--- src/logic/fpu_pkg.sv ---
`default_nettype none

package fpu_pkg;

	//////////////////////////////////////////////////
	// Single precision format
	//////////////////////////////////////////////////

	localparam int FLOAT_W  = 32;
	localparam int EXP_W    = 8;
	localparam int FRAC_W   = 23;          // Stored bits, hidden one not counted
	localparam int MAG_W    = FLOAT_W - 1; // Everything but the sign
	localparam int EXP_BIAS = 127;
	localparam int EXP_MAX  = 255;         // Exponent field of all ones

	// Fixed results for the special cases
	localparam logic [MAG_W-1:0] INF_VALUE  = 31'h7f800000;
	localparam logic [MAG_W-1:0] QNAN_VALUE = 31'h7fc00001; // Quiet bit plus lowest bit

	//////////////////////////////////////////////////
	// Datapath widths
	//////////////////////////////////////////////////

	// Hidden bit, fraction, then guard, round and sticky
	localparam int ADD_FRACT_W = FRAC_W + 4;
	localparam int PROD_W      = 2 * (FRAC_W + 1); // 24x24 product

	typedef logic [FLOAT_W-1:0] float_t;

	// Op codes
	// Bit 1 picks the multiplier, bit 0 picks subtract
	typedef logic [1:0] fpu_op_t;

	localparam fpu_op_t FPU_ADD = 2'd0;
	localparam fpu_op_t FPU_SUB = 2'd1;
	localparam fpu_op_t FPU_MUL = 2'd2; // Code 3 also lands on the multiplier

	// Operand class of both inputs
	typedef struct packed {
		logic a_zero; // Zero or denormal
		logic a_inf;
		logic a_qnan;
		logic a_snan;
		logic b_zero;
		logic b_inf;
		logic b_qnan;
		logic b_snan;
	} operand_class_t;

endpackage

`default_nettype wire
--- src/logic/fpu.sv ---
`timescale 1ns/1ps
`default_nettype none

module fpu (
	input  logic             fpu_if,
	input  logic             reset,
	input  fpu_pkg::float_t  opa,
	input  fpu_pkg::float_t  opb,
	input  fpu_pkg::fpu_op_t fpu_op,
	output fpu_pkg::float_t  out,
	output logic             inf,
	output logic             snan,
	output logic             qnan,
	output logic             overflow,
	output logic             underflow,
	output logic             zero
);

	import fpu_pkg::*;

	float_t                  opa_r;         // Stage 1
	float_t                  opb_r;
	fpu_op_t                 op_r;
	logic [3:0]              valid_pipe;    // Stages 1 to 4 holding an issued op
	fpu_op_t                 op_s3;
	fpu_op_t                 op_s4;
	operand_class_t          op_class_s2;
	operand_class_t          op_class_s4;

	logic [ADD_FRACT_W:0]    add_sum;       // Path outputs at stage 3
	logic [EXP_W-1:0]        add_exp;
	logic                    add_sign;
	logic                    add_zero_sign;
	logic [PROD_W-1:0]       mul_prod;
	logic signed [EXP_W+1:0] mul_exp;
	logic                    mul_sign;
	logic [PROD_W-1:0]       fract_s3;
	logic signed [EXP_W+1:0] exp_s3;

	logic                    add_sign_s4;   // Stage 4
	logic                    add_zero_sign_s4;
	logic                    mul_sign_s4;
	logic [MAG_W-1:0]        mag_s4;
	logic                    ovf_s4;
	logic                    unf_s4;

	logic                    is_mul;        // Output select
	logic                    nan_in;
	logic                    inf_in;
	logic                    invalid;
	logic                    mul_zero;
	logic                    normal;
	logic                    path_sign;
	logic                    res_sign;
	float_t                  out_d;

	//////////////////////////////////////////////////
	// Input registers and operand class
	//////////////////////////////////////////////////

	always_ff @(posedge fpu_if) begin
		if (reset) begin
			opa_r      <= '0;
			opb_r      <= '0;
			op_r       <= '0;
			valid_pipe <= '0;
		end else begin
			opa_r      <= opa;
			opb_r      <= opb;
			op_r       <= fpu_op;
			valid_pipe <= {valid_pipe[2:0], 1'b1}; // Fills one stage per clock
		end
	end

	fpu_except except_i (.fpu_if, .reset, .opa(opa_r), .opb(opb_r), .op_class(op_class_s2));

	fpu_pipe_delay #(.T(operand_class_t), .DEPTH(2)) class_delay_i (
		.fpu_if, .reset, .d(op_class_s2), .q(op_class_s4));

	fpu_pipe_delay #(.T(fpu_op_t), .DEPTH(2)) op_delay_i (
		.fpu_if, .reset, .d(op_r), .q(op_s3));

	//////////////////////////////////////////////////
	// Add and multiply paths
	//////////////////////////////////////////////////

	fpu_pre_norm_add add_i (
		.fpu_if, .reset, .opa(opa_r), .opb(opb_r), .subtract(op_r[0]),
		.sum(add_sum), .exp_out(add_exp), .sign(add_sign), .zero_sign(add_zero_sign));

	fpu_pre_norm_mul mul_i (
		.fpu_if, .reset, .opa(opa_r), .opb(opb_r),
		.prod(mul_prod), .exp_out(mul_exp), .sign(mul_sign));

	// Sum carry lines up with the product's top bit
	assign fract_s3 = op_s3[1] ? mul_prod : {add_sum, {(PROD_W-ADD_FRACT_W-1){1'b0}}};
	assign exp_s3   = op_s3[1] ? mul_exp : $signed({2'b00, add_exp});

	fpu_post_norm post_norm_i (
		.fpu_if, .reset, .fract_in(fract_s3), .exp_in(exp_s3),
		.mag_out(mag_s4), .overflow(ovf_s4), .underflow(unf_s4));

	always_ff @(posedge fpu_if) begin
		if (reset) begin
			op_s4            <= '0;
			add_sign_s4      <= 1'b0;
			add_zero_sign_s4 <= 1'b0;
			mul_sign_s4      <= 1'b0;
		end else begin
			op_s4            <= op_s3;
			add_sign_s4      <= add_sign;
			add_zero_sign_s4 <= add_zero_sign;
			mul_sign_s4      <= mul_sign;
		end
	end

	//////////////////////////////////////////////////
	// Special values and flags
	//////////////////////////////////////////////////

	always_comb begin
		is_mul = op_s4[1];
		nan_in = op_class_s4.a_qnan | op_class_s4.a_snan
			| op_class_s4.b_qnan | op_class_s4.b_snan;
		inf_in = op_class_s4.a_inf | op_class_s4.b_inf;
		// Opposite infinities cancel to an exact zero in the adder
		invalid = is_mul
			? (op_class_s4.a_zero & op_class_s4.b_inf) | (op_class_s4.a_inf & op_class_s4.b_zero)
			: (op_class_s4.a_inf & op_class_s4.b_inf & (mag_s4 == '0));
		mul_zero  = is_mul & (op_class_s4.a_zero | op_class_s4.b_zero);
		normal    = !(nan_in | invalid | inf_in | mul_zero);
		path_sign = is_mul ? mul_sign_s4 : add_sign_s4;
		// Exact cancellation takes the zero sign
		res_sign  = (!is_mul && mag_s4 == '0 && !unf_s4) ? add_zero_sign_s4 : path_sign;
		if (nan_in || invalid) begin
			out_d = {1'b0, QNAN_VALUE};
		end else if (inf_in) begin
			out_d = {path_sign, INF_VALUE};     // Infinity passes through
		end else if (mul_zero) begin
			out_d = {mul_sign_s4, {MAG_W{1'b0}}};
		end else begin
			out_d = {res_sign, mag_s4};
		end
	end

	always_ff @(posedge fpu_if) begin
		if (reset) begin
			out       <= '0;
			inf       <= 1'b0;
			snan      <= 1'b0;
			qnan      <= 1'b0;
			overflow  <= 1'b0;
			underflow <= 1'b0;
			zero      <= 1'b0;
		end else begin
			out       <= out_d;
			inf       <= (!(nan_in | invalid) & inf_in) | (normal & ovf_s4);
			snan      <= op_class_s4.a_snan | op_class_s4.b_snan;
			qnan      <= nan_in | invalid;
			overflow  <= normal & ovf_s4;  // Not for infinite operands
			underflow <= normal & unf_s4;
			zero      <= valid_pipe[3] & (out_d[MAG_W-1:0] == '0); // Low while filling
		end
	end

endmodule

`default_nettype wire

--- src/logic/fpu_post_norm.sv ---
`timescale 1ns/1ps
`default_nettype none

module fpu_post_norm (
	input  logic                             fpu_if,
	input  logic                             reset,
	input  logic [fpu_pkg::PROD_W-1:0]       fract_in,
	input  logic signed [fpu_pkg::EXP_W+1:0] exp_in,
	output logic [fpu_pkg::MAG_W-1:0]        mag_out,
	output logic                             overflow,
	output logic                             underflow
);

	import fpu_pkg::*;

	logic               nonzero;
	logic [5:0]         lead_zeros;
	logic [PROD_W-1:0]  norm;       // Leading one moved to the top bit
	logic [FRAC_W:0]    mant;
	logic               guard;
	logic               sticky;
	logic               round_up;
	logic [FRAC_W+1:0]  mant_rnd;   // One bit of room for the round carry
	logic               rnd_carry;
	logic signed [11:0] exp_norm;
	logic signed [11:0] exp_rnd;
	logic               ovf_d;
	logic               unf_d;
	logic [MAG_W-1:0]   mag_d;

	// Leading zero count, highest set bit wins
	function automatic logic [5:0] count_lz(input logic [PROD_W-1:0] f);
		logic [5:0] n;
		n = '0;
		for (int i = 0; i < PROD_W; i++) begin
			if (f[i]) begin
				n = 6'(PROD_W - 1 - i);
			end
		end
		return n;
	endfunction

	always_comb begin
		nonzero    = |fract_in;
		lead_zeros = count_lz(fract_in);
		norm       = fract_in << lead_zeros;

		// Round to nearest even
		mant      = norm[PROD_W-1 -: FRAC_W+1];
		guard     = norm[PROD_W-FRAC_W-2];
		sticky    = |norm[PROD_W-FRAC_W-3:0];
		round_up  = guard & (sticky | mant[0]); // Ties go to the even side
		mant_rnd  = {1'b0, mant} + (FRAC_W+2)'(round_up);
		rnd_carry = mant_rnd[FRAC_W+1];      // All ones rolled over

		// Input exponent belongs to a leading one at bit 46
		exp_norm = exp_in + 12'sd1 - $signed({6'b0, lead_zeros});
		exp_rnd  = exp_norm + $signed({11'b0, rnd_carry});

		ovf_d = nonzero & (exp_rnd >= EXP_MAX);
		unf_d = nonzero & (exp_rnd < 1); // Below normal range, flushed

		if (!nonzero || unf_d) begin
			mag_d = '0;
		end else if (ovf_d) begin
			mag_d = INF_VALUE;
		end else begin
			mag_d = {exp_rnd[EXP_W-1:0], mant_rnd[FRAC_W-1:0]}; // Zero fraction on carry
		end
	end

	always_ff @(posedge fpu_if) begin
		if (reset) begin
			mag_out   <= '0;
			overflow  <= 1'b0;
			underflow <= 1'b0;
		end else begin
			mag_out   <= mag_d;
			overflow  <= ovf_d;
			underflow <= unf_d;
		end
	end

endmodule

`default_nettype wire

--- src/logic/fpu_pre_norm_mul.sv ---
`timescale 1ns/1ps
`default_nettype none

module fpu_pre_norm_mul (
	input  logic                            fpu_if,
	input  logic                            reset,
	input  fpu_pkg::float_t                 opa,
	input  fpu_pkg::float_t                 opb,
	output logic [fpu_pkg::PROD_W-1:0]      prod,
	output logic signed [fpu_pkg::EXP_W+1:0] exp_out,
	output logic                            sign
);

	import fpu_pkg::*;

	logic [EXP_W-1:0]        exp_a;
	logic [EXP_W-1:0]        exp_b;

	// Stage 2 registers
	logic [FRAC_W:0]         frac_a_r; // Hidden bit included
	logic [FRAC_W:0]         frac_b_r;
	logic signed [EXP_W+1:0] exp_r;    // Two spare bits for range and sign
	logic                    sign_r;

	assign exp_a = opa[FLOAT_W-2 -: EXP_W];
	assign exp_b = opb[FLOAT_W-2 -: EXP_W];

	// Exponent sum and sign
	always_ff @(posedge fpu_if) begin
		if (reset) begin
			frac_a_r <= '0;
			frac_b_r <= '0;
			exp_r    <= '0;
			sign_r   <= 1'b0;
		end else begin
			frac_a_r <= (exp_a != '0) ? {1'b1, opa[FRAC_W-1:0]} : '0; // Denormal is zero
			frac_b_r <= (exp_b != '0) ? {1'b1, opb[FRAC_W-1:0]} : '0;
			exp_r    <= $signed({2'b00, exp_a}) + $signed({2'b00, exp_b})
				- $signed((EXP_W+2)'(EXP_BIAS)); // Bias counted once
			sign_r   <= opa[FLOAT_W-1] ^ opb[FLOAT_W-1];
		end
	end

	// Product, leading one at bit 46 or 47
	always_ff @(posedge fpu_if) begin
		if (reset) begin
			prod    <= '0;
			exp_out <= '0;
			sign    <= 1'b0;
		end else begin
			prod    <= frac_a_r * frac_b_r;
			exp_out <= exp_r;
			sign    <= sign_r;
		end
	end

endmodule

`default_nettype wire

--- src/logic/fpu_pre_norm_add.sv ---
`timescale 1ns/1ps
`default_nettype none

module fpu_pre_norm_add (
	input  logic                          fpu_if,
	input  logic                          reset,
	input  fpu_pkg::float_t               opa,
	input  fpu_pkg::float_t               opb,
	input  logic                          subtract,
	output logic [fpu_pkg::ADD_FRACT_W:0] sum,
	output logic [fpu_pkg::EXP_W-1:0]     exp_out,
	output logic                          sign,
	output logic                          zero_sign
);

	import fpu_pkg::*;

	logic [EXP_W-1:0]         exp_a;
	logic [EXP_W-1:0]         exp_b;
	logic [FRAC_W:0]          frac_a;      // Hidden bit included
	logic [FRAC_W:0]          frac_b;
	logic                     sign_b;      // After the subtract flip
	logic                     a_larger;
	logic                     eff_sub;     // Signs disagree
	logic                     sign_big;
	logic [EXP_W-1:0]         exp_big;
	logic [EXP_W-1:0]         exp_diff;
	logic [ADD_FRACT_W-1:0]   big_ext;
	logic [ADD_FRACT_W-1:0]   small_ext;
	logic [4:0]               shift;
	logic [2*ADD_FRACT_W-1:0] shifted;     // Upper half kept, lower half lost
	logic [ADD_FRACT_W-1:0]   small_align;

	// Stage 2 registers
	logic [ADD_FRACT_W-1:0]   big_r;
	logic [ADD_FRACT_W-1:0]   small_r;
	logic [EXP_W-1:0]         exp_r;
	logic                     sign_r;
	logic                     zero_sign_r;
	logic                     eff_sub_r;

	//////////////////////////////////////////////////
	// Sort and align
	//////////////////////////////////////////////////

	always_comb begin
		exp_a    = opa[FLOAT_W-2 -: EXP_W];
		exp_b    = opb[FLOAT_W-2 -: EXP_W];
		frac_a   = (exp_a != '0) ? {1'b1, opa[FRAC_W-1:0]} : '0; // Denormal flush
		frac_b   = (exp_b != '0) ? {1'b1, opb[FRAC_W-1:0]} : '0;
		sign_b   = opb[FLOAT_W-1] ^ subtract;
		eff_sub  = opa[FLOAT_W-1] ^ sign_b;
		a_larger = (opa[FLOAT_W-2:0] >= opb[FLOAT_W-2:0]); // Magnitude compare
		if (a_larger) begin
			exp_big   = exp_a;
			exp_diff  = exp_a - exp_b;
			big_ext   = {frac_a, 3'b000};
			small_ext = {frac_b, 3'b000};
			sign_big  = opa[FLOAT_W-1];
		end else begin
			exp_big   = exp_b;
			exp_diff  = exp_b - exp_a;
			big_ext   = {frac_b, 3'b000};
			small_ext = {frac_a, 3'b000};
			sign_big  = sign_b;
		end
		// Past the full width everything ends up in sticky
		shift = (exp_diff > EXP_W'(ADD_FRACT_W)) ? 5'(ADD_FRACT_W) : exp_diff[4:0];
		shifted = {small_ext, {ADD_FRACT_W{1'b0}}} >> shift;
		small_align = {shifted[2*ADD_FRACT_W-1 -: ADD_FRACT_W-1],
			|shifted[ADD_FRACT_W:0]}; // Sticky collects the rest
	end

	always_ff @(posedge fpu_if) begin
		if (reset) begin
			big_r       <= '0;
			small_r     <= '0;
			exp_r       <= '0;
			sign_r      <= 1'b0;
			zero_sign_r <= 1'b0;
			eff_sub_r   <= 1'b0;
		end else begin
			big_r       <= big_ext;
			small_r     <= small_align;
			exp_r       <= exp_big;
			sign_r      <= sign_big;
			zero_sign_r <= eff_sub ? 1'b0 : sign_big; // Cancellation gives +0
			eff_sub_r   <= eff_sub;
		end
	end

	//////////////////////////////////////////////////
	// Fraction add or subtract
	//////////////////////////////////////////////////

	always_ff @(posedge fpu_if) begin
		if (reset) begin
			sum       <= '0;
			exp_out   <= '0;
			sign      <= 1'b0;
			zero_sign <= 1'b0;
		end else begin
			sum       <= eff_sub_r ? {1'b0, big_r} - {1'b0, small_r}
				: {1'b0, big_r} + {1'b0, small_r}; // Top bit is the carry
			exp_out   <= exp_r;
			sign      <= sign_r;
			zero_sign <= zero_sign_r;
		end
	end

endmodule

`default_nettype wire

--- src/logic/fpu_except.sv ---
`timescale 1ns/1ps
`default_nettype none

module fpu_except (
	input  logic                    fpu_if,
	input  logic                    reset,
	input  fpu_pkg::float_t         opa,
	input  fpu_pkg::float_t         opb,
	output fpu_pkg::operand_class_t op_class
);

	import fpu_pkg::*;

	logic [3:0] class_a; // {zero, inf, qnan, snan}
	logic [3:0] class_b;

	// Decode one operand from its exponent and fraction
	function automatic logic [3:0] decode(input float_t op);
		logic exp_zero;
		logic exp_ones;
		logic frac_zero;
		logic quiet;
		exp_zero  = (op[FLOAT_W-2 -: EXP_W] == '0); // Denormals count as zero
		exp_ones  = (op[FLOAT_W-2 -: EXP_W] == EXP_W'(EXP_MAX));
		frac_zero = (op[FRAC_W-1:0] == '0);
		quiet     = op[FRAC_W-1]; // Top fraction bit
		return {exp_zero,
			exp_ones & frac_zero,
			exp_ones & quiet,
			exp_ones & !quiet & !frac_zero};
	endfunction

	always_comb begin
		class_a = decode(opa);
		class_b = decode(opb);
	end

	// Field order of the struct matches {a, b}
	always_ff @(posedge fpu_if) begin
		if (reset) begin
			op_class <= '0;
		end else begin
			op_class <= {class_a, class_b};
		end
	end

endmodule

`default_nettype wire

--- src/logic/fpu_pipe_delay.sv ---
`timescale 1ns/1ps
`default_nettype none

module fpu_pipe_delay #(
	parameter type T     = logic,
	parameter int  DEPTH = 1
) (
	input  logic fpu_if,
	input  logic reset,
	input  T     d,
	output T     q
);

	T stage [DEPTH]; // Entry 0 is the newest

	always_ff @(posedge fpu_if) begin
		if (reset) begin
			for (int i = 0; i < DEPTH; i++) begin
				stage[i] <= '0;
			end
		end else begin
			stage[0] <= d;
			for (int i = 1; i < DEPTH; i++) begin
				stage[i] <= stage[i-1]; // Shift one slot per clock
			end
		end
	end

	assign q = stage[DEPTH-1];

endmodule

`default_nettype wire

--- config.mk ---
export PLATFORM = sky130hd
export DESIGN_NAME = fpu
export DESIGN_NICKNAME = d
export VERILOG_FILES = /design/src/logic/fpu_pkg.sv /design/src/logic/fpu.sv /design/src/logic/fpu_post_norm.sv /design/src/logic/fpu_pre_norm_mul.sv /design/src/logic/fpu_pre_norm_add.sv /design/src/logic/fpu_except.sv /design/src/logic/fpu_pipe_delay.sv
export SDC_FILE = /design/constraint.sdc
export NUM_CORES = 2
export LEC_CHECK = 0
export ABC_AREA = 1
export BUFFER_PORTS_ARGS = -buffer_cell sky130_fd_sc_hd__buf_2
export CAP_MARGIN = 20
export CORE_ASPECT_RATIO = 0.5
export CORE_MARGIN = 10
export CORE_UTILIZATION = 40
export CTS_CLUSTER_DIAMETER = 80
export DETAILED_ROUTE_END_ITERATION = 12
export GPL_TIMING_DRIVEN = 0
export MAX_ROUTING_LAYER = met4
export PLACE_DENSITY_LB_ADDON = 0.08
export SLEW_MARGIN = 20
export SYNTH_ARGS = -nofsm -noshare
export SYNTH_HDL_FRONTEND = slang
export SYNTH_SLANG_ARGS = --single-unit
--- constraint.sdc ---
create_clock -name fpu_if -period 10.85 [get_ports fpu_if]
set_clock_uncertainty 0.15 [all_clocks]
set_input_delay 1.085 -clock fpu_if [delete_from_list [all_inputs] [get_ports fpu_if]]
set_output_delay 1.085 -clock fpu_if [all_outputs]
set_load 0.03 [all_outputs]
==> reports/metrics.cfg <==
[status]
status=complete, no violations

[timing]
finalHoldViolations=0
grt_setup_unrepaired=false
clock.fmax_mhz=98.6
fin_setup_tns_ns=0
whs_ns=0.251
fin_crit_sh_pct=93.4
fin_crit_ns=10.14
slew_headroom_pct=23.2
setup_slack_ns=0.712
slew_viol_final=0
setup_viol=0
tightestPinTransition_ns=1.15

[global_route]
grt_pass1_vias=33660
grt_max_degree=15
antenna_found_initial=3
grt_pass1_wl_um=216000
grt_util_all_layers_pct=26.8
globalRoute.totalOverflow=0

[worst_setup_path]
required_ns=11.13
reg2reg_from=mul_i.frac_b_r[2]$_SDFF_PP0_
critPathKind=reg2reg
slowest_delay_ns=0.75
slowest_stage=clkbuf_1
cp-start-kind=flip-flop
timing.rr.end=mul_i.prod[44]$_SDFF_PP0_
r2r_setup_slack_ns=0.71
r2r_cells=48
worst_setup_path_end_kind=flip-flop
path_common_cell=nand2_1
crit_fanout=10
cp_data_arrival_time_ns=10.41

[routing]
highest_layer=met4
wl_met2_um=63400
met1_length_um=68800
avgRoutedWirePerCell_um=22.0
wl_met3_um=11600
vias=34672
viasPerCell=5.18
drc_errors=0
dr.pass1.iters=6
final_antenna_net_count=0
drtIter0Drc=2996
wl_um=147000

[logic_synthesis]
yosysTopAreaCell=fa_1
synth_area_um2=38800
syn_avg_cell_area_um2=7.39
synth_cell_types=58
synth_compound_area_share_pct=8.46
synth_area_leaders=fa_1 25%, dfxtp_1 20%, nand2_1 11%
yosys-top-cells-count=1,132 x nand2_1, 1,127 x inv_1, 486 x fa_1
synthAdderAreaFrac_pct=33.7
yosysTopAreaCellShare_pct=25.1
synth_seq_cells=389
yosys_warnings=0
yosysSeqAreaShare_pct=20.1
synth-async-reset-ratio_pct=0
synthFlopType=dfxtp_1
synth_simple_gate_area_share_pct=23.0
syn_inst=5247
synth-edff-count=0
yosysMostFrequentCell=nand2_1
synth_mux_area_share_pct=0.232
synthXorXnorAreaFrac_pct=1.20
synth_fp_nets=6066
synth_top_family_by_area=adder cells

[finish]
area_growth_pct=8.85
fillers=9976
final_net_count=6213
drive_above_1_share_pct=5.15
layoutNonFillerInstCount=6693
fin_area_um2=42200

[clock_network]
clock_latency_ns=0.58
clock_sinks=389
max-clock-path-buffers=3
numCtsBuffers=40
path_clk_slew_ns=0.06
cts_tree=built
cts_root_buffer=clkbuf_16
cts_max_level=2

[pwr]
max-vdd-ir-drop_mv=0.107
clkPwrFrac_pct=20.6
p_per_area_nw_per_um2=158
p_comb_share_pct=54.0
pwr-share-seq_pct=25.4
power_switching_share_pct=48.9
p_leak_nw=21.6
p_switching_mw=3.25
p_int_mw=3.40

[die]
die_h_um=240
die_area_um2=110000
rows=80
core_um2=95700
pin_count=106
die_x_um=460
start_util_pct=40.5

[place]
place.port_buffers=104
hpwl_um=124000
dpl_worst_slack_ns=0.871
post_dp_cell_area_um2=40900
place_congestion=0.981
dpl.cell_count=6623

[worst_hold_path]
min_from=class_delay_i.stage[0][7]$_SDFF_PP0_
holdCritPathClass=reg2reg
whs_endpoint=class_delay_i.stage[0][15]$_SDFF_PP0_
holdPathStages=2

[run]
maxCapViolations=0

==> logic make-up after synthesis <==
| group | Yosys count |
|---|---|
| AND/OR/NAND/NOR | 2099 |
| buffers and inverters | 1364 |
| adder cells (fa/ha/maj) | 751 |
| AO/OA/AOI/OAI | 582 |
| flip-flops | 389 |
| XOR/XNOR | 53 |
| multiplexers | 9 |
==> worst max-delay path, delay by kind of cell (launching register included) <==
| kind | cells | cell delay (ns) |
|---|---|---|
| AO/OA/AOI/OAI | 13 | 2.29 |
| AND/OR/NAND/NOR | 16 | 1.54 |
| flip-flops | 1 | 0.73 |
| buffers and inverters | 11 | 1.38 |
| adder cells (fa/ha/maj) | 8 | 3.87 |
==> power by group through the flow <==
stage | clock [mW] | combinational [mW] | sequential, mW
final | 1.37 | 3.59 | 1.69
after floorplan | 0 | 2.33 | 1.71
after global placement | 0 | 3.51 | 1.72
after CTS | 1.40 | 3.52 | 1.69
after global routing | 1.45 | 3.96 | 1.70
after detailed placement | 0 | 3.50 | 1.72
==> cells in the final DEF, fill, tap and decap left out, drive strengths merged, types with 139 or more instances in the layout <==
master / count
fa: 486
o21ai: 231
clkbuf: 248
nand2: 1150
nor2: 409
dfxtp: 389
ha: 265
a21oi: 215
inv: 1135
buf: 139
nand3: 365
==> per-layer routing <==
layer	vias to the layer above	track usage, %
met2	1144	40.3
met5	-	-
met4	0	5.37
met3	148	5.42
li1	16348	-
met1	17032	37.2
==> through the flow <==
step | power (mW) | utilization [%]
2_1_floorplan | 4.04 | -
3_3_place_gp | 5.23 | 42.7
3_5_place_dp | 5.22 | 42.7
4_1_cts | 6.61 | 44.1
5_1_grt | 7.12 | 44.1
6_report | 6.66 | 44.1
==> layout make-up <==
type	count	area [um2]	share of cell area [%]
inverter	1134	4260	10.1
buffer	230	928	2.20
tap	1271	1590	3.77
multi-input combinational	3494	25800	61.1
antenna	3	7.51	0.0178
clock buffer	52	1140	2.69
sequential	389	7790	18.5
timing repair buffer	105	532	1.26
clock inverter	15	154	0.365
==> sequential cells by signal (all words and copies together) (netlist names), 16 cells and up <==
name,count
post_norm_i.mag_out,31
add_i.big_r,24
opb_r,32
add_i.small_r,27
mul_i.frac_a_r,24
add_i.sum,28
mul_i.prod,48
class_delay_i.stage,16
mul_i.frac_b_r,24
opa_r,32
out,32
==> how the worst max path moves through the flow <==
stage,start,slack (ns),cells past startpoint,to
after detailed placement,op_delay_i.stage[0][3]$_SDFF_PP0_,0.87,47,post_norm_i.mag_out[15]$_SDFF_PP0_
after global placement,op_delay_i.stage[0][3]$_SDFF_PP0_,0.95,48,post_norm_i.mag_out[10]$_SDFF_PP0_
after global routing,op_delay_i.stage[0][3]$_SDFF_PP0_,0.04,79,post_norm_i.mag_out[15]$_SDFF_PP0_
after CTS,op_delay_i.stage[0][3]$_SDFF_PP0_,0.80,47,post_norm_i.mag_out[15]$_SDFF_PP0_
after floorplan,mul_i.frac_a_r[16]$_SDFF_PP0_,2.92,48,mul_i.prod[44]$_SDFF_PP0_
final,mul_i.frac_b_r[2]$_SDFF_PP0_,0.71,48,mul_i.prod[44]$_SDFF_PP0_
==> timing repair <==
action / in CTS / in global routing
hold buffers: 0 / 0
gates resized for setup: 0 / 4
setup buffers: 0 / 0
endpoints found under the setup margin: 0 / 23
No activity file was read; power rests on OpenSTA's default activity.
